$ cat src/source/sd_settings.svh
/*
 * SD card model constants
 * Frame lengths, bus gaps, block size and the fixed card registers
 */
`ifndef SD_SETTINGS_SVH
`define SD_SETTINGS_SVH

// Bus framing ------------
`define SD_FRAME_BITS   48
`define SD_RESP_GAP     2
`define SD_DATA_GAP     16
`define SD_BLOCK_BYTES  512

// Card registers ---------
`define SD_RCA  16'h0013
// Not busy, CCS set, full voltage window
`define SD_OCR  32'hc0ff_8000
`define SD_CID  120'h02544d53_41303847_14394a67_c700e4

`endif
$ cat src/source/sd_card_pkg.sv
/*
 * SD card side types
 * Card state encoding, status word and RAM port widths
 */
package sd_card_pkg;

    // Encoding as in the current_state field of the card status
    typedef enum logic [3:0] {
        IDLE  = 4'd0,
        READY = 4'd1,
        IDENT = 4'd2,
        STBY  = 4'd3,
        TRAN  = 4'd4,
        DATA  = 4'd5
    } card_state_t;

    typedef logic [31:0] card_status_t;
    typedef logic [39:0] ram_addr_t;   // Word address, 256 words per sector
    typedef logic [15:0] ram_word_t;

endpackage

$ cat src/source/sd_proto_pkg.sv
/*
 * SD bus protocol types
 * Command fields, CRC widths, response kinds and the CRC update steps
 */
package sd_proto_pkg;

    typedef logic [5:0]   cmd_index_t;
    typedef logic [31:0]  cmd_arg_t;
    typedef logic [6:0]   crc7_t;
    typedef logic [15:0]  crc16_t;
    typedef logic [119:0] resp_payload_t;

    typedef enum logic [2:0] {R1, R2, R3, R6, R7} resp_kind_t;

    // x^7 + x^3 + 1, one bit per call
    function automatic crc7_t crc7_next(crc7_t crc, logic din);
        logic fb;
        fb = crc[6] ^ din;
        return {crc[5:0], fb} ^ {3'b000, fb, 3'b000};
    endfunction

    // x^16 + x^12 + x^5 + 1
    function automatic crc16_t crc16_next(crc16_t crc, logic din);
        logic fb;
        fb = crc[15] ^ din;
        return {crc[14:0], fb} ^ {3'b000, fb, 6'b000000, fb, 5'b00000};
    endfunction

endpackage

$ cat src/source/sd_resp_if.sv
/*
 * Response request channel
 * Card controller asks the serializer to send one response frame
 */
`timescale 1ns/1ps

interface sd_resp_if
    import sd_proto_pkg::*;
();

    logic          start;    // One-cycle request, only while busy is low
    resp_kind_t    kind;
    cmd_index_t    index;
    resp_payload_t payload;  // Short kinds use the low 32 bits
    logic          busy;

    modport ctrl (
        output start,
        output kind,
        output index,
        output payload,
        input  busy
    );

    modport ser (
        input  start,
        input  kind,
        input  index,
        input  payload,
        output busy
    );

endinterface

$ cat src/source/sd_block_reader.sv
/*
 * SD single block reader
 * Fetches one sector from RAM and sends it on dat[0]
 * framed by a start bit, CRC16 and end bit
 */
`timescale 1ns/1ps
`include "sd_settings.svh"

module sd_block_reader
    import sd_proto_pkg::*;
    import sd_card_pkg::*;
(
    input  logic       sdclk,
    input  logic       rstn_sdclk_p,
    input  logic       read_start,
    input  cmd_arg_t   read_sector,
    output logic       read_active,
    output logic       rdreq,
    output ram_addr_t  rdaddr,
    input  ram_word_t  rddata,
    output logic [3:0] dat_out,
    output logic       dat_oe
);

    localparam logic [12:0] BLOCK_BITS  = 13'(`SD_BLOCK_BYTES * 8);
    localparam logic [12:0] START_BIT   = 13'(`SD_DATA_GAP);
    localparam logic [12:0] DATA_FIRST  = START_BIT + 13'd1;
    localparam logic [12:0] CRC_FIRST   = DATA_FIRST + BLOCK_BITS;
    localparam logic [12:0] END_BIT     = CRC_FIRST + 13'd16;
    localparam logic [12:0] FETCH_FIRST = DATA_FIRST - 13'd2;   // One cycle RAM latency

    logic [12:0] cnt;
    logic [12:0] data_idx;
    logic [12:0] fetch_idx;
    cmd_arg_t    sector;
    ram_word_t   word;
    logic [15:0] word_swapped;
    logic        fetched;
    logic        data_bit;
    logic        dat0;
    crc16_t      crc;

    assign data_idx  = cnt - DATA_FIRST;
    assign fetch_idx = cnt - FETCH_FIRST;

    // Low byte first, MSB first within each byte
    assign word_swapped = {word[7:0], word[15:8]};
    assign data_bit     = word_swapped[~data_idx[3:0]];

    assign rdreq  = read_active && cnt >= FETCH_FIRST && fetch_idx < BLOCK_BITS
                 && fetch_idx[3:0] == 4'd0;
    assign rdaddr = {sector, fetch_idx[11:4]};

    always_comb begin
        if (!read_active || cnt < START_BIT) begin
            dat0 = 1'b1;
        end else if (cnt < DATA_FIRST) begin
            dat0 = 1'b0;
        end else if (cnt < CRC_FIRST) begin
            dat0 = data_bit;
        end else if (cnt < END_BIT) begin
            dat0 = crc[15];
        end else begin
            dat0 = 1'b1;
        end
    end

    assign dat_out = {3'b111, dat0};
    assign dat_oe  = read_active;

    always_ff @(posedge sdclk or negedge rstn_sdclk_p) begin
        if (!rstn_sdclk_p) begin
            read_active <= 1'b0;
            cnt         <= 13'd0;
            fetched     <= 1'b0;
        end else begin
            fetched <= rdreq;
            if (!read_active) begin
                read_active <= read_start;
                cnt         <= 13'd0;
            end else begin
                cnt <= cnt + 13'd1;
                if (cnt == END_BIT) begin
                    read_active <= 1'b0;
                end
            end
        end
    end

    // Data path -------------
    always_ff @(posedge sdclk) begin
        if (read_start && !read_active) begin
            sector <= read_sector;
        end
        if (fetched) begin
            word <= rddata;
        end
        if (!read_active) begin
            crc <= '0;
        end else if (cnt >= DATA_FIRST && cnt < CRC_FIRST) begin
            crc <= crc16_next(crc, data_bit);
        end else if (cnt >= CRC_FIRST) begin
            crc <= crc << 1;                     // Shift out MSB first
        end
    end

endmodule

$ cat src/source/sd_card_ctrl.sv
/*
 * SD card controller
 * Decodes host commands, keeps card state and status,
 * and starts responses and single block reads
 */
`timescale 1ns/1ps
`include "sd_settings.svh"

module sd_card_ctrl
    import sd_proto_pkg::*;
    import sd_card_pkg::*;
(
    input  logic       sdclk,
    input  logic       rstn_sdclk_p,
    input  logic       cmd_valid,
    input  cmd_index_t cmd_index,
    input  cmd_arg_t   cmd_arg,
    sd_resp_if.ctrl    resp,
    input  logic       read_active,
    output logic       read_start,
    output cmd_arg_t   read_sector
);

    card_state_t   state;
    card_state_t   base_state;
    card_state_t   state_n;
    logic          app_flag;        // Last command was CMD55
    logic          illegal;
    logic          ready_for_data;
    logic          app_now;
    logic          rca_match;
    card_status_t  status;
    logic [15:0]   status_short;
    logic          legal;
    logic          respond;
    logic          read_n;
    resp_kind_t    kind_n;
    resp_payload_t payload_n;

    assign rca_match = (cmd_arg[31:16] == `SD_RCA);
    assign app_now   = (cmd_index == 6'd55 && (rca_match || cmd_arg[31:16] == 16'd0))
                    || (cmd_index == 6'd41 && app_flag);

    assign status = {9'd0, illegal, 9'd0, state, ready_for_data, 2'b00, app_now, 5'd0};
    assign status_short = {status[23:22], status[19], status[12:0]};  // R6 layout

    // State follows the data line while no command intervenes
    assign base_state = read_active      ? DATA :
                        (state == DATA)  ? TRAN : state;

    // Command table ---------
    always_comb begin
        legal     = 1'b1;
        respond   = 1'b1;
        read_n    = 1'b0;
        kind_n    = R1;
        payload_n = {88'd0, status};
        state_n   = base_state;
        case (cmd_index)
            6'd0: begin
                respond = 1'b0;
                state_n = IDLE;
            end
            6'd2: begin
                kind_n    = R2;
                payload_n = `SD_CID;
                state_n   = IDENT;
            end
            6'd3: begin
                kind_n    = R6;
                payload_n = {88'd0, `SD_RCA, status_short};
                state_n   = STBY;
            end
            6'd7: begin
                respond = rca_match;             // Deselect is silent
                state_n = rca_match ? TRAN : STBY;
            end
            6'd8: begin
                kind_n    = R7;
                payload_n = {88'd0, 20'd0, 4'd1, cmd_arg[7:0]};
            end
            6'd13: legal = rca_match;
            6'd17: begin
                legal  = (state == TRAN);
                read_n = 1'b1;
            end
            6'd41: begin
                legal     = app_flag;
                kind_n    = R3;
                payload_n = {88'd0, `SD_OCR};
                if (state == IDLE) begin
                    state_n = READY;
                end
            end
            6'd55: legal = app_now;
            default: legal = 1'b0;
        endcase
    end

    always_ff @(posedge sdclk or negedge rstn_sdclk_p) begin
        if (!rstn_sdclk_p) begin
            state          <= IDLE;
            app_flag       <= 1'b0;
            illegal        <= 1'b0;
            ready_for_data <= 1'b1;
            resp.start     <= 1'b0;
            read_start     <= 1'b0;
        end else begin
            ready_for_data <= !read_active;
            resp.start     <= cmd_valid && legal && respond;
            read_start     <= cmd_valid && legal && read_n;
            state          <= (cmd_valid && legal) ? state_n : base_state;
            if (cmd_valid) begin
                app_flag <= legal && (cmd_index == 6'd55);
                if (!legal) begin
                    illegal <= 1'b1;
                end else if (respond || cmd_index == 6'd0) begin
                    illegal <= 1'b0;             // Reported, now cleared
                end
            end
        end
    end

    always_ff @(posedge sdclk) begin
        if (cmd_valid) begin
            resp.kind    <= kind_n;
            resp.index   <= cmd_index;
            resp.payload <= payload_n;
            read_sector  <= cmd_arg;
        end
    end

endmodule

$ cat src/source/sd_cmd_receiver.sv
/*
 * SD command receiver
 * Shifts in 48-bit host frames, checks framing and CRC7,
 * and presents the index and argument of a good frame
 */
`timescale 1ns/1ps
`include "sd_settings.svh"

module sd_cmd_receiver
    import sd_proto_pkg::*;
(
    input  logic       sdclk,
    input  logic       rstn_sdclk_p,
    input  logic       cmd_in,
    input  logic       resp_busy,
    output logic       cmd_valid,
    output cmd_index_t cmd_index,
    output cmd_arg_t   cmd_arg
);

    localparam int N = `SD_FRAME_BITS;

    logic [N-1:0] frame;
    logic         framed;
    crc7_t        crc_calc;

    // CRC over start, transmission, index and argument
    always_comb begin
        crc_calc = '0;
        for (int i = N - 1; i >= 8; i--) begin
            crc_calc = crc7_next(crc_calc, frame[i]);
        end
    end

    assign framed    = !frame[N-1] && frame[N-2] && frame[0];
    assign cmd_valid = framed && (crc_calc == frame[7:1]);
    assign cmd_index = frame[N-3 -: 6];
    assign cmd_arg   = frame[N-9 -: 32];

    always_ff @(posedge sdclk or negedge rstn_sdclk_p) begin
        if (!rstn_sdclk_p) begin
            frame <= '1;
        end else if (resp_busy || framed) begin
            frame <= '1;                       // Deaf while answering
        end else begin
            frame <= {frame[N-2:0], cmd_in};
        end
    end

endmodule

$ cat src/source/sd_fake_top.sv
/*
 * Read-only SDHC card model, 1-bit bus
 * Command receiver, controller, response serializer and block reader
 */
`timescale 1ns/1ps

module sd_fake_top
    import sd_proto_pkg::*;
    import sd_card_pkg::*;
(
    input  logic       sdclk,
    input  logic       rstn_sdclk_p,
    input  logic       cmd_in,
    output logic       cmd_out,
    output logic       cmd_oe,
    output logic [3:0] dat_out,
    output logic       dat_oe,
    output logic       rdreq,
    output ram_addr_t  rdaddr,
    input  ram_word_t  rddata
);

    logic       cmd_valid;
    cmd_index_t cmd_index;
    cmd_arg_t   cmd_arg;
    logic       read_start;
    cmd_arg_t   read_sector;
    logic       read_active;

    sd_resp_if resp_if ();

    sd_cmd_receiver u_receiver (
        .sdclk        (sdclk),
        .rstn_sdclk_p (rstn_sdclk_p),
        .cmd_in       (cmd_in),
        .resp_busy    (resp_if.busy),
        .cmd_valid    (cmd_valid),
        .cmd_index    (cmd_index),
        .cmd_arg      (cmd_arg)
    );

    sd_card_ctrl u_ctrl (
        .sdclk        (sdclk),
        .rstn_sdclk_p (rstn_sdclk_p),
        .cmd_valid    (cmd_valid),
        .cmd_index    (cmd_index),
        .cmd_arg      (cmd_arg),
        .resp         (resp_if.ctrl),
        .read_active  (read_active),
        .read_start   (read_start),
        .read_sector  (read_sector)
    );

    sd_resp_serializer u_serializer (
        .sdclk        (sdclk),
        .rstn_sdclk_p (rstn_sdclk_p),
        .resp         (resp_if.ser),
        .cmd_out      (cmd_out),
        .cmd_oe       (cmd_oe)
    );

    sd_block_reader u_reader (
        .sdclk        (sdclk),
        .rstn_sdclk_p (rstn_sdclk_p),
        .read_start   (read_start),
        .read_sector  (read_sector),
        .read_active  (read_active),
        .rdreq        (rdreq),
        .rdaddr       (rdaddr),
        .rddata       (rddata),
        .dat_out      (dat_out),
        .dat_oe       (dat_oe)
    );

endmodule

$ cat src/source/sd_resp_serializer.sv
/*
 * SD response serializer
 * Sends one response frame on the command line with its CRC7
 */
`timescale 1ns/1ps
`include "sd_settings.svh"

module sd_resp_serializer
    import sd_proto_pkg::*;
(
    input  logic   sdclk,
    input  logic   rstn_sdclk_p,
    sd_resp_if.ser resp,
    output logic   cmd_out,
    output logic   cmd_oe
);

    localparam logic [7:0] GAP = 8'(`SD_RESP_GAP);

    logic         busy;
    logic [7:0]   cnt;
    logic [7:0]   body_end;     // Past the last payload bit
    logic [7:0]   crc_end;      // End bit position
    logic [127:0] shreg;
    logic         force_ones;
    crc7_t        crc;
    cmd_index_t   index_sent;

    assign index_sent = (resp.kind == R2) ? 6'd0  :
                        (resp.kind == R3) ? 6'h3f : resp.index;
    assign crc_end    = body_end + 8'd7;
    assign resp.busy  = busy;
    assign cmd_oe     = busy;

    always_comb begin
        if (!busy || cnt < GAP) begin
            cmd_out = 1'b1;
        end else if (cnt < body_end) begin
            cmd_out = shreg[127];
        end else if (cnt < crc_end) begin
            cmd_out = force_ones | crc[6];
        end else begin
            cmd_out = 1'b1;
        end
    end

    always_ff @(posedge sdclk or negedge rstn_sdclk_p) begin
        if (!rstn_sdclk_p) begin
            busy <= 1'b0;
            cnt  <= 8'd0;
        end else if (!busy) begin
            busy <= resp.start;
            cnt  <= 8'd0;
        end else begin
            cnt <= cnt + 8'd1;
            if (cnt == crc_end) begin
                busy <= 1'b0;
            end
        end
    end

    // Frame register --------
    always_ff @(posedge sdclk) begin
        if (!busy) begin
            crc        <= '0;
            force_ones <= (resp.kind == R3);
            if (resp.kind == R2) begin
                shreg    <= {2'b00, index_sent, resp.payload};
                body_end <= GAP + 8'd128;
            end else begin
                shreg    <= {2'b00, index_sent, resp.payload[31:0], 88'd0};
                body_end <= GAP + 8'd40;
            end
        end else if (cnt >= GAP && cnt < body_end) begin
            shreg <= shreg << 1;
            crc   <= crc7_next(crc, shreg[127]);
        end else if (cnt >= body_end) begin
            crc <= crc << 1;
        end
    end

endmodule

$ cat config.mk
export PLATFORM = sky130hd
export DESIGN_NAME = sd_fake_top
export DESIGN_NICKNAME = d
export VERILOG_FILES = /design/src/source/sd_card_pkg.sv /design/src/source/sd_proto_pkg.sv /design/src/source/sd_resp_if.sv /design/src/source/sd_block_reader.sv /design/src/source/sd_card_ctrl.sv /design/src/source/sd_cmd_receiver.sv /design/src/source/sd_fake_top.sv /design/src/source/sd_resp_serializer.sv
export VERILOG_INCLUDE_DIRS = /design/src /design/src/source
export SDC_FILE = /design/constraint.sdc
export NUM_CORES = 1
export LEC_CHECK = 0
export ABC_AREA = 1
export BUFFER_PORTS_ARGS = -buffer_cell sky130_fd_sc_hd__clkbuf_2
export CAP_MARGIN = 20
export CORE_AREA = 3 3 268 138
export CTS_CLUSTER_SIZE = 14
export DETAILED_ROUTE_END_ITERATION = 8
export DIE_AREA = 0 0 271 141
export GPL_ROUTABILITY_DRIVEN = 0
export PLACE_DENSITY = 0.68
export SLEW_MARGIN = 25
export SYNTH_ARGS = -nofsm -noshare
export SYNTH_HDL_FRONTEND = slang
export SYNTH_HIERARCHICAL = 1
export SYNTH_SLANG_ARGS = --single-unit
$ cat constraint.sdc
create_clock -name sdclk -period 6.7 [get_ports sdclk]
set_input_delay 2.01 -clock sdclk [delete_from_list [all_inputs] [get_ports sdclk]]
set_output_delay 2.01 -clock sdclk [all_outputs]
set_load 0.02 [all_outputs]
=== After elaboration in Yosys (flattened, before gate mapping) ===
Cells that the tools add are included.

* Add/sub/neg operators: 5
* Order comparisons: 14
* Equality and inequality tests: 18
* Muxes and demuxes: 39
* Bitwise operators: 85
* Reduce and logical (&&, ||, !) cells: 32

{| class="wikitable"
|+ Operator list
! cell !! number
|-
| $pmux W114 S4 || 1
|-
| $xor A7 B4 Y7 || 40
|-
| $mux W128 || 2
|-
| $mux W120 || 1
|-
| $mux W48 || 1
|-
| $xor A1 B1 Y1 || 40
|-
| $lt A13 B13 Y1 const B || 3
|-
| $mux W16 || 2
|-
| $lt A13 B5 Y1 const B || 2
|-
| $pmux W4 S5 || 1
|-
| $eq A16 B5 Y1 const B || 1
|-
| $logic_not A16 Y1 || 1
|-
| $lt A8 B8 Y1 || 2
|-
| $mux W4 || 4
|-
| $mux W8 || 2
|-
| $xor A16 B13 Y16 || 1
|-
| $logic_and A1 B1 Y1 || 15
|-
| $mux W1 || 15
|-
| $mux W7 || 2
|-
| $add A13 B1 Y13 const B || 1
|-
| $eq A13 B13 Y1 const B || 1
|-
| $ge A13 B13 Y1 const B || 1
|-
| $ge A13 B4 Y1 const B || 1
|-
| $ge A13 B5 Y1 const B || 1
|-
| 37 further kinds || 52
|}

* Register bits after elaboration: 450
* Logic and storage cells: 216

=== Logic depth before layout (Yosys ltp) ===
Gate-level depths: netlist (run 1).

* Word-level depth: 82
* Mapped depth: 33

=== Modules after synthesis ===
Netlist (run 1), hierarchy kept.

{| class="wikitable"
|+ Modules (own cells, without submodules)
! module !! times used !! cells an instance !! area each (um^2) !! seq. area each (um^2)
|-
| sd_resp_serializer || 1 || 704 || 6,964.2 || 4,299.1
|-
| sd_card_ctrl || 1 || 333 || 3,524.6 || 2,028.2
|-
| sd_cmd_receiver || 1 || 526 || 3,498.4 || 1,261.2
|-
| sd_block_reader || 1 || 316 || 3,364.5 || 2,137.0
|}

=== Worst setup path after synthesis (run 1) ===
Ideal clock, no wire load.

* Path type: reg2reg
* Start: reg u_receiver.frame[46]
* End: reg u_ctrl.app_flag
* Arrival time: 5.636 ns
* Path slack: 0.964 ns
* Cell stages (with the launch flop): 29
* Path through: dfstp_2 > inv_2 > nand2_1 > nand3_1 > nand2_1 > nand3_2 > nand2_1 > nand2_1 > nand2_1 > inv_2 > nand2_2 > nand2_4 > inv_2 > nand2_4 > nand2_1 > nand2_2 > nand2_4 > inv_2 > nand2_2 > nand3_4 > nand2_4 > nand2_2 > nand3_1 > nand2_1 > nand2_1 > nand3_1 > nor2_1 > inv_1 > o31ai_1

* Cells in the longest elaborated chain, start to end: 51
* Elaborated cells on any way between the ends: 73

{| class="wikitable"
|+ Ends and longest elaborated chain
! what !! RTL line !! source
|-
| from (decl) || sd_cmd_receiver.sv:23 || <nowiki>logic [N-1:0] frame;</nowiki>
|-
| from (signal assigned) || sd_cmd_receiver.sv:46 || <nowiki>frame <= {frame[N-2:0], cmd_in};</nowiki>
|-
| $xor A1 B1 Y1 || sd_proto_pkg.sv:18 || <nowiki>fb = crc[6] ^ din;</nowiki>
|-
| $xor A7 B4 Y7 (4 in series) || sd_proto_pkg.sv:19 || <nowiki>return {crc[5:0], fb} ^ {3'b000, fb, 3'b000};</nowiki>
|-
| $xor A1 B1 Y1 || sd_proto_pkg.sv:18 ||
|-
| $xor A7 B4 Y7 (4 in series) || sd_proto_pkg.sv:19 ||
|-
| $xor A1 B1 Y1 || sd_proto_pkg.sv:18 ||
|-
| $xor A7 B4 Y7 (4 in series) || sd_proto_pkg.sv:19 ||
|-
| $xor A1 B1 Y1 || sd_proto_pkg.sv:18 ||
|-
| $xor A7 B4 Y7 (4 in series) || sd_proto_pkg.sv:19 ||
|-
| (+16 left out) || n/a ||
|-
| $xor A7 B4 Y7 (4 in series) || sd_proto_pkg.sv:19 ||
|-
| $xor A1 B1 Y1 || sd_proto_pkg.sv:18 ||
|-
| $xor A7 B4 Y7 (4 in series) || sd_proto_pkg.sv:19 ||
|-
| $xor A1 B1 Y1 || sd_proto_pkg.sv:18 ||
|-
| $xor A7 B4 Y7 (3 in series) || sd_proto_pkg.sv:19 ||
|-
| $eq A7 B7 Y1 || sd_cmd_receiver.sv:36 || <nowiki>assign cmd_valid = framed && (crc_calc == frame[7:1]);</nowiki>
|-
| $logic_and A1 B1 Y1 (*) || sd_cmd_receiver.sv:36 ||
|-
| via cmd_valid || sd_fake_top.sv:23 || <nowiki>logic cmd_valid;</nowiki>
|-
| to (signal assigned) || sd_card_ctrl.sv:114 || <nowiki>app_flag <= legal && (cmd_index == 6'd55);</nowiki>
|-
| to (decl) || sd_card_ctrl.sv:27 || <nowiki>logic app_flag;</nowiki>
|}

The timed path passes the listed nets; every way through them passes the cells marked *.
A chain may end at the register's enable or synchronous reset.

=== Worst setup path in the final report (run 1) ===
* Start: reg u_reader.cnt[0]
* End: out dat_out[0]

* Cells in the longest elaborated chain, start to end: 7
* Elaborated cells on any way between the ends: 13

{| class="wikitable"
|+ Ends and longest elaborated chain
! what !! RTL line !! source
|-
| from (decl) || sd_block_reader.sv:32 || <nowiki>logic [12:0] cnt;</nowiki>
|-
| from (signal assigned) || sd_block_reader.sv:82 || <nowiki>cnt <= cnt + 13'd1;</nowiki>
|-
| $sub A4 B1 Y4 || sd_block_reader.sv:43 || <nowiki>assign data_idx = cnt - DATA_FIRST;</nowiki>
|-
| $not A4 Y4 || sd_block_reader.sv:48 || <nowiki>assign data_bit = word_swapped[~data_idx[3:0]];</nowiki>
|-
| $bmux W1 S4 || sd_block_reader.sv:48 ||
|-
| $mux W1 (not written as such) || sd_block_reader.sv:48 ||
|-
| $mux W1 || sd_block_reader.sv:59 || <nowiki>end else if (cnt < CRC_FIRST) begin</nowiki>
|-
| $mux W1 || sd_block_reader.sv:57 || <nowiki>end else if (cnt < DATA_FIRST) begin</nowiki>
|-
| $mux W1 (*) || sd_block_reader.sv:55 || <nowiki>if (!read_active || cnt < START_BIT) begin</nowiki>
|-
| to (decl) || sd_fake_top.sv:16 || <nowiki>output logic [3:0] dat_out,</nowiki>
|}

Mark *: on every way between the ends. The rest lies on a longest branch, timed or not. The select of a mux whose other input is x is not followed.

==> insert_results.sql, run 1 <==
INSERT INTO impl_metrics (metric_group, metric, value, unit) VALUES
('status', 'status', 'finished, final reports clean', ''),
('sta', 'unrepaired_setup_endpoints_after_global_routing', 'false', ''),
('sta', 'tightestPinTransition', '0.990', 'ns'),
('pwr', 'internal-power', '3.63', 'mW'),
('clock_network', 'worst_setup_hold_path_clk_slew', '0.06', 'ns'),
('final_layout', 'layout_cell_share_with_drive_strength_beyond_1', '16.4', '%'),
('clock_network', 'worstSkewPairLatency', '0.53', 'ns'),
('pwr', 'power.share.sequential', '47.7', '%'),
('clock_network', 'cts_root_buffer', 'sky130_fd_sc_hd__clkbuf_16', ''),
('floorplanning', 'die_width', '271', 'um'),
('synthesis', 'synth_top_family_by_area', 'simple AND/OR/NAND/NOR gates', ''),
('detailed_routing', 'antenna_violating_nets_post_route', '0', ''),
('pwr', 'ir_worst_vdd', '0.000199', 'V'),
('synthesis', 'synthAdderAreaFrac', '0.937', '%'),
('worst_setup_path', 'worstRegToRegCells', '26', ''),
('global_route', 'grt_pass1_vias', '10899', ''),
('detailed_routing', 'drt_pre_antenna_iters', '5', ''),
('synthesis', 'synth-edff-count', '239', ''),
('global_route', 'initial_antenna_violation_count', '0', ''),
('min_path', 'min_path_type', 'register to register', ''),
('synthesis', 'ys_ff_latch', '343', ''),
('place', 'dpl_worst_slack', '2.20', 'ns'),
('worst_setup_path', 'required_time_at_the_endpoint_of_the_critical_path', '4.69', 'ns'),
('worst_setup_path', 'nature_of_the_critical_path_startpoint', 'register', ''),
('worst_setup_path', 'critPathMaxFanout', '15', ''),
('clock_network', 'numClockSinks', '343', ''),
('detailed_routing', 'dr.first_iter.drc_count', '905', ''),
('detailed_routing', 'route.final.wire_length', '32100', 'um'),
('worst_setup_path', 'ff2ff_setup_slack', '2.62', 'ns'),
('final_layout', 'final_nets', '1883', ''),
('floorplanning', 'floorplan.die_area', '38200', 'sq um'),
('global_route', 'largest_net_degree_at_the_start_of_global_routing', '105', ''),
('floorplanning', 'floorplan.io_pins', '67', ''),
('sta', 'final_critical_path_setup_slack', '1.75', 'ns'),
('pwr', 'power.switching_fraction', '25.9', '%'),
('clock_network', 'htree_levels', '2', ''),
('global_route', 'grt_first_pass_wirelength', '53700', 'um'),
('clock_network', 'cts-root-to-sink-buffers', '3', ''),
('pwr', 'power.leakage', '8.39', 'nW'),
('synthesis', 'synth.lib_cells_used.distinct', '51', ''),
('synthesis', 'synth_simple_gate_area_share', '25.1', '%'),
('global_route', 'grt.total_usage', '16.9', '%'),
('sta', 'max_slew_margin', '33.9', '%'),
('floorplanning', 'core_area', '34500', 'sq um'),
('detailed_routing', 'route.detailed.wl_per_inst', '13.7', 'um'),
('place', 'post-dp-hpwl', '20700', 'um'),
('worst_setup_path', 'arrival', '2.94', 'ns'),
('synthesis', 'number_of_instances_in_the_synthesized_netlist', '1879', ''),
('synthesis', 'synth_mux_area_share', '0', '%'),
('pwr', 'comb_power_share', '13.5', '%'),
('worst_setup_path', 'end_kind', 'primary output', ''),
('synthesis', 'post_synthesis_share_of_cell_area_spent_on_xor_and_xnor_gates', '0.555', '%'),
('sta', 'hold_viol_final', '0', ''),
('synthesis', 'synth_area_per_cell', '9.23', 'sq um'),
('synthesis', 'compound_gate_portion_of_the_synthesized_area', '5.08', '%'),
('global_route', 'globalRoute.totalOverflow', '0', ''),
('synthesis', 'synth-async-reset-ratio', '23.6', '%'),
('place', 'io_buffers', '63', ''),
('worst_setup_path', 'worstSetupPathType', 'register to primary output', ''),
('sta', 'final.period_utilization', '73.9', '%'),
('job', 'drv_cap', '0', ''),
('sta', 'hold_slack', '0.411', 'ns'),
('final_layout', 'areaGrowthSynthToFinish', '6.20', '%'),
('floorplanning', 'floorplan.rows', '48', ''),
('clock_network', 'post_cts.repair.setup_buffers', '0', ''),
('clock_network', 'postCtsHoldBufs', '0', ''),
('detailed_routing', 'drc', '0', ''),
('final_layout', 'diodes', '0', ''),
('floorplanning', 'dieHeight', '141', 'um'),
('pwr', 'power_per_cell_area', '266', 'nW/um^2'),
('pwr', 'clock_power_share', '38.9', '%');
[cell usage in the layout (no fill, tap or decap), drive strengths merged, types with 2 or more instances in the layout]
master / n
a21oi: 25
a31oi: 3
buf: 13
bufinv: 3
clkbuf: 112
clkinv: 5
clkinvlp: 3
conb: 62
dfrtp: 32
dfstp: 49
dfxtp: 23
edfxtp: 239
ha: 13
inv: 208
nand2: 595
nand3: 222
nand3b: 2
nand4: 8
nor2: 113
nor3: 13
o211ai: 35
o21ai: 71
o21bai: 6
or2: 2
xnor2: 5
xor2: 6
[cell usage after synthesis, drive strengths merged (23+ instances only)]
cell type	count	share of area [%]
buf	175	7.2
inv	207	4.5
nand3	222	7.1
clkbuf	24	0.52
nor2	113	3.1
edfxtp	239	41
dfstp	49	7.4
a21oi	25	0.81
o21ai	71	2.1
nand2	595	14
dfxtp	23	2.7
dfrtp	32	4.6
o211ai	35	1.5
[final timing paths]
kind	start	to
min in group asynchronous	rstn_sdclk_p	u_reader/cnt[7]$_DFF_PN0_
max	u_reader/cnt[0]$_DFF_PN0_	dat_out[0]
max in group asynchronous	rstn_sdclk_p	u_ctrl/state[0]$_DFF_PN0_
min	u_ctrl/read_sector[1]$_DFFE_PP_	u_reader/sector[1]$_DFFE_PP_
max reg2reg	u_receiver/frame[44]$_DFF_PN1_	u_ctrl/read_sector[28]$_DFFE_PP_
min reg2reg	u_ctrl/read_sector[1]$_DFFE_PP_	u_reader/sector[1]$_DFFE_PP_
[worst max-delay path, stage by stage (launching register included)]
cell and delay, ns:
sky130_fd_sc_hd__dfrtp_1 0.61, sky130_fd_sc_hd__inv_1 0.28, sky130_fd_sc_hd__ha_1 0.44, sky130_fd_sc_hd__inv_1 0.12
sky130_fd_sc_hd__nand3_1 0.08, sky130_fd_sc_hd__nand2_1 0.06, sky130_fd_sc_hd__nand2_1 0.04, sky130_fd_sc_hd__nand3_1 0.12
sky130_fd_sc_hd__nand2_1 0.09, sky130_fd_sc_hd__or2_1 0.21, sky130_fd_sc_hd__a31o_2 0.21, sky130_fd_sc_hd__clkbuf_2 0.15
[state kept, by name, indices dropped and copies added (netlist names), 2 cells and up]
signal and cells:
u_reader/crc 16, u_ctrl/state 4, u_receiver/frame 48, u_ctrl/resp.payload 19, u_serializer/shreg 128, u_serializer/body_end 2
u_ctrl/resp.index 6, u_serializer/crc 7, u_reader/word 16, u_ctrl/read_sector 32, u_serializer/cnt 8, u_ctrl/resp.kind 3
u_reader/cnt 13, u_reader/sector 32
[cell families after synthesis]
family / Yosys count
and+or+nand+nor: 957
buffers and inverters: 407
DFF: 343
AOI/OAI and AO/OA: 146
adders and majority gates: 13
xor gates and xnor gates: 11
other: 2
[metal layers]
metal / wire length [um] / share of wire, % / vias to the layer above / global-route usage (%)
met5: 0 / 0 / - / 0
met4: 432 / 1.3 / 0 / 4.11
met3: 1360 / 4.2 / 32 / 3.03
met2: 14800 / 46 / 205 / 27.8
met1: 15500 / 48 / 5435 / 23.6
li1: - / - / 5893 / -
[power groups by stage]
stage | clock network (mW) | logic [mW] | registers, mW
after floorplan | 0 | 0.583 | 2.36
final | 1.90 | 0.661 | 2.34
after global routing | 2.05 | 0.762 | 2.34
after CTS | 1.96 | 0.657 | 2.34
after detailed placement | 0 | 0.652 | 2.38
after global placement | 0 | 0.638 | 2.38
[per-stage QoR]
| stage | instances | utilization, % | total power [mW] | cell area (sq um) |
|---|---|---|---|---|
| after global routing | 2351 | 53.4 | 5.15 | 18400 |
| after floorplan | 1939 | - | 2.95 | 17600 |
| after global placement | 2288 | 50.0 | 3.02 | 17300 |
| after detailed placement | 2289 | 50.1 | 3.03 | 17300 |
| after CTS | 2350 | 53.2 | 4.95 | 18400 |
| final | 2351 | 53.4 | 4.90 | 18400 |
[layout make-up]
class	count	area, sq um
clock buffer	50	962
fill	3056	16100
multi-input combinational	1189	5770
inverter	208	786
clock inverter	11	139
timing repair buffer	75	452
tap	475	594
sequential	343	9730
No activity file was read; power rests on OpenSTA's default activity.
==> inputs of run 2 (changes only) <==
==> constraint.sdc (replaced) <==
create_clock -name sdclk -period 4.8 [get_ports sdclk]
set_input_delay 1.44 -clock sdclk [delete_from_list [all_inputs] [get_ports sdclk]]
set_output_delay 1.44 -clock sdclk [all_outputs]
set_load 0.02 [all_outputs]
==> run 2 against run 1 <==
  * Global-route usage down 0.22 points
  * First-iteration DRC count down 10%
  * Clock power up 28%
  * Flip-flop and latch count unchanged
  * Sequential share of layout area up 0.16 points
  * Wire length down 0.78%
  * Cell area down 0.29%
  * Total power up 35%
  * Critical path depth unchanged
  * Highest routed layer unchanged
==> insert_results.sql, run 2 (synthesis results as in run 1) <==
INSERT INTO impl_metrics (metric_group, metric, value, unit) VALUES
('final_layout', 'layout_cell_share_with_drive_strength_beyond_1', '16.5', '%'),
('floorplanning', 'floorplan.die_area', '38200', 'sq um'),
('final_layout', 'diodes', '0', ''),
('sta', 'tightestPinTransition', '0.981', 'ns'),
('floorplanning', 'floorplan.rows', '48', ''),
('clock_network', 'worst_setup_hold_path_clk_slew', '0.06', 'ns'),
('min_path', 'min_path_cells', '0', ''),
('job', 'drv_cap', '0', ''),
('place', 'post-dp-hpwl', '20600', 'um'),
('clock_network', 'clock_tree_from_tritoncts', 'built', ''),
('final_layout', 'register_ranked_first_by_flip_flop_count', 'u_serializer/shreg', ''),
('floorplanning', 'die_width', '271', 'um'),
('sta', 'setup_violations', '0', ''),
('detailed_routing', 'drc', '0', ''),
('global_route', 'met3_usage_in_global_routing', '2.38', '%'),
('min_path', 'min_path_type', 'register to register', ''),
('final_layout', 'final_nets', '1882', ''),
('worst_setup_path', 'worstSetupPathType', 'register to primary output', ''),
('global_route', 'grt.total_usage', '16.7', '%'),
('floorplanning', 'floorplan.io_pins', '67', ''),
('worst_setup_path', 'end_kind', 'primary output', ''),
('detailed_routing', 'antenna_violating_nets_post_route', '0', ''),
('min_path', 'holdPathEnd', 'u_reader/sector[26]$_DFFE_PP_', ''),
('worst_setup_path', 'critPathMaxFanout', '15', ''),
('worst_setup_path', 'worst_r2r_startpoint', 'u_receiver/frame[45]$_DFF_PN1_', ''),
('pwr', 'power.total', '6.63', 'mW'),
('sta', 'timing.fmax', '228', 'MHz'),
('detailed_routing', 'route.detailed.wl_per_inst', '13.6', 'um'),
('place', 'io_buffers', '63', ''),
('worst_setup_path', 'arrival', '2.94', 'ns'),
('sta', 'hold_viol_final', '0', ''),
('detailed_routing', 'detailroute.via_count', '11473', ''),
('worst_setup_path', 'crit-reg2reg-capture', 'u_ctrl/resp.payload[12]$_DFFE_PP_', ''),
('detailed_routing', 'dr.first_iter.drc_count', '810', ''),
('clock_network', 'postCtsHoldBufs', '0', ''),
('worst_setup_path', 'nature_of_the_critical_path_startpoint', 'register', ''),
('final_layout', 'largest_register_ff_count', '128', ''),
('pwr', 'ir_worst_vdd', '0.000231', 'V'),
('status', 'status', 'finished, final reports clean', ''),
('pwr', 'power.leakage', '8.38', 'nW'),
('worst_setup_path', 'required_time_at_the_endpoint_of_the_critical_path', '3.36', 'ns'),
('global_route', 'grt_first_pass_wirelength', '53300', 'um'),
('sta', 'timing.clock.skew', '0.0195', 'ns'),
('global_route', 'initial_antenna_violation_count', '0', ''),
('clock_network', 'worstSkewPairLatency', '0.57', 'ns'),
('sta', 'unrepaired_setup_endpoints_after_global_routing', 'false', ''),
('final_layout', 'final_cell_area', '18400', 'sq um'),
('global_route', 'globalRoute.totalOverflow', '0', ''),
('global_route', 'grt_use_met1', '23.7', '%'),
('floorplanning', 'start_util', '50.2', '%'),
('sta', 'tns', '0', 'ns'),
('clock_network', 'numClockSinks', '343', ''),
('sta', 'max_slew_margin', '34.6', '%'),
('pwr', 'power_per_cell_area', '361', 'nW/um^2'),
('detailed_routing', 'drt_pre_antenna_iters', '5', ''),
('final_layout', 'areaGrowthSynthToFinish', '5.89', '%'),
('global_route', 'grt.busiest_layer', 'met2', ''),
('detailed_routing', 'route.final.wire_length', '31900', 'um'),
('clock_network', 'post_cts.repair.setup_buffers', '0', ''),
('final_layout', 'biggestRegsByFlops', 'u_serializer/shreg x128, u_receiver/frame x48', ''),
('global_route', 'largest_net_degree_at_the_start_of_global_routing', '99', ''),
('clock_network', 'cts_root_buffer', 'sky130_fd_sc_hd__clkbuf_16', ''),
('global_route', 'groute.layer.met2.usage', '27.3', '%'),
('detailed_routing', 'vias_per_cell', '4.88', ''),
('floorplanning', 'dieHeight', '141', 'um'),
('sta', 'fin_crit', '4.38', 'ns'),
('sta', 'maxSlewViolCount', '0', ''),
('clock_network', 'numCtsBuffers', '31', ''),
('place', 'dpl_cell_area', '17300', 'sq um'),
('worst_setup_path', 'worstRegToRegCells', '29', ''),
('worst_setup_path', 'ff2ff_setup_slack', '0.88', 'ns'),
('final_layout', 'mostFrequentLayoutCells', 'sky130_fd_sc_hd__nand2_1 (539), sky130_fd_sc_hd__edfxtp_1 (239), sky130_fd_sc_hd__nand3_1 (203)', ''),
('min_path', 'hold_path_startpoint', 'u_ctrl/read_sector[26]$_DFFE_PP_', ''),
('clock_network', 'cts_resized', '0', ''),
('floorplanning', 'core_area', '34500', 'sq um'),
('sta', 'final.period_utilization', '91.2', '%'),
('final_layout', 'filler_cell_count', '3053', ''),
('clock_network', 'cts-root-to-sink-buffers', '3', ''),
('final_layout', 'final_common_cell', 'sky130_fd_sc_hd__nand2_1', ''),
('global_route', 'grt_pass1_vias', '10783', ''),
('clock_network', 'htree_levels', '1', '');
-- run 2: cell types whose count changed in the layout (fill, tap and decap cells not counted), moves of 2 or more --
cell,previous run,this run
sky130_fd_sc_hd__clkbuf_8,3,9
sky130_fd_sc_hd__buf_12,0,5
sky130_fd_sc_hd__clkbuf_16,35,31
sky130_fd_sc_hd__clkbuf_1,12,9
sky130_fd_sc_hd__clkinv_2,2,5
sky130_fd_sc_hd__clkinvlp_4,3,0
sky130_fd_sc_hd__bufinv_16,3,1
-- run 2: final cells by class --
class / instances / area (sq um) / share of cell area [%]
well taps: 475 / 594 / 3.23
repair buffers: 77 / 505 / 2.75
flip-flops and latches: 343 / 9730 / 53.0
inverters: 208 / 786 / 4.28
multi-input cells: 1189 / 5760 / 31.3
clock inverters: 8 / 67.6 / 0.368
clock buffers: 49 / 933 / 5.08
-- run 2: metrics by stage --
stage	utilization, %	std cells	worst slack (ns)	hold WS (ns)
floorplan	-	1939	0.191	0.400
global placement	50.1	2289	0.814	0.404
detailed placement	50.2	2290	0.831	0.405
CTS	53.1	2347	0.196	0.417
global route	53.2	2349	0.164	0.425
finish	53.2	2349	0.422	0.414
-- run 2: worst max path at each step --
stage	start	endpoint	slack [ns]	depth (start not counted)
finish	u_reader/cnt[0]$_DFF_PN0_	dat_out[0]	0.42	11
global route	u_reader/cnt[0]$_DFF_PN0_	dat_out[0]	0.16	11
CTS	u_reader/cnt[0]$_DFF_PN0_	dat_out[0]	0.20	11
detailed placement	u_reader/cnt[0]$_DFF_PN0_	dat_out[0]	0.83	11
global placement	u_reader/cnt[0]$_DFF_PN0_	dat_out[0]	0.81	11
floorplan	u_receiver/frame[46]$_DFF_PN1_	u_ctrl/app_flag$_DFFE_PN0P_	0.19	30
-- run 2: per-layer routing --
metal,share of wire [%],vias to the layer above
met5,0,-
met4,2.2,0
met3,3.9,48
met2,46,212
met1,48,5345
li1,-,5868
-- run 2: where the power goes --
group / switching [mW] / internal, mW / total [mW]
Sequential: 0.0449 / 3.22 / 3.26
Combinational: 0.630 / 0.296 / 0.926
Clock: 1.06 / 1.38 / 2.44
Total: 1.74 / 4.89 / 6.63
-- run 2: worst max-delay path, cell delays in order, from the launching register on --
cell and delay, ns:
sky130_fd_sc_hd__dfrtp_2 0.52, sky130_fd_sc_hd__inv_1 0.23, sky130_fd_sc_hd__ha_1 0.44, sky130_fd_sc_hd__inv_1 0.14, sky130_fd_sc_hd__nand3_1 0.08, sky130_fd_sc_hd__nand2_1 0.06, sky130_fd_sc_hd__nand2_1 0.04, sky130_fd_sc_hd__nand3_1 0.14
sky130_fd_sc_hd__nand2_1 0.10, sky130_fd_sc_hd__or2_1 0.23, sky130_fd_sc_hd__a31o_2 0.22, sky130_fd_sc_hd__clkbuf_2 0.16
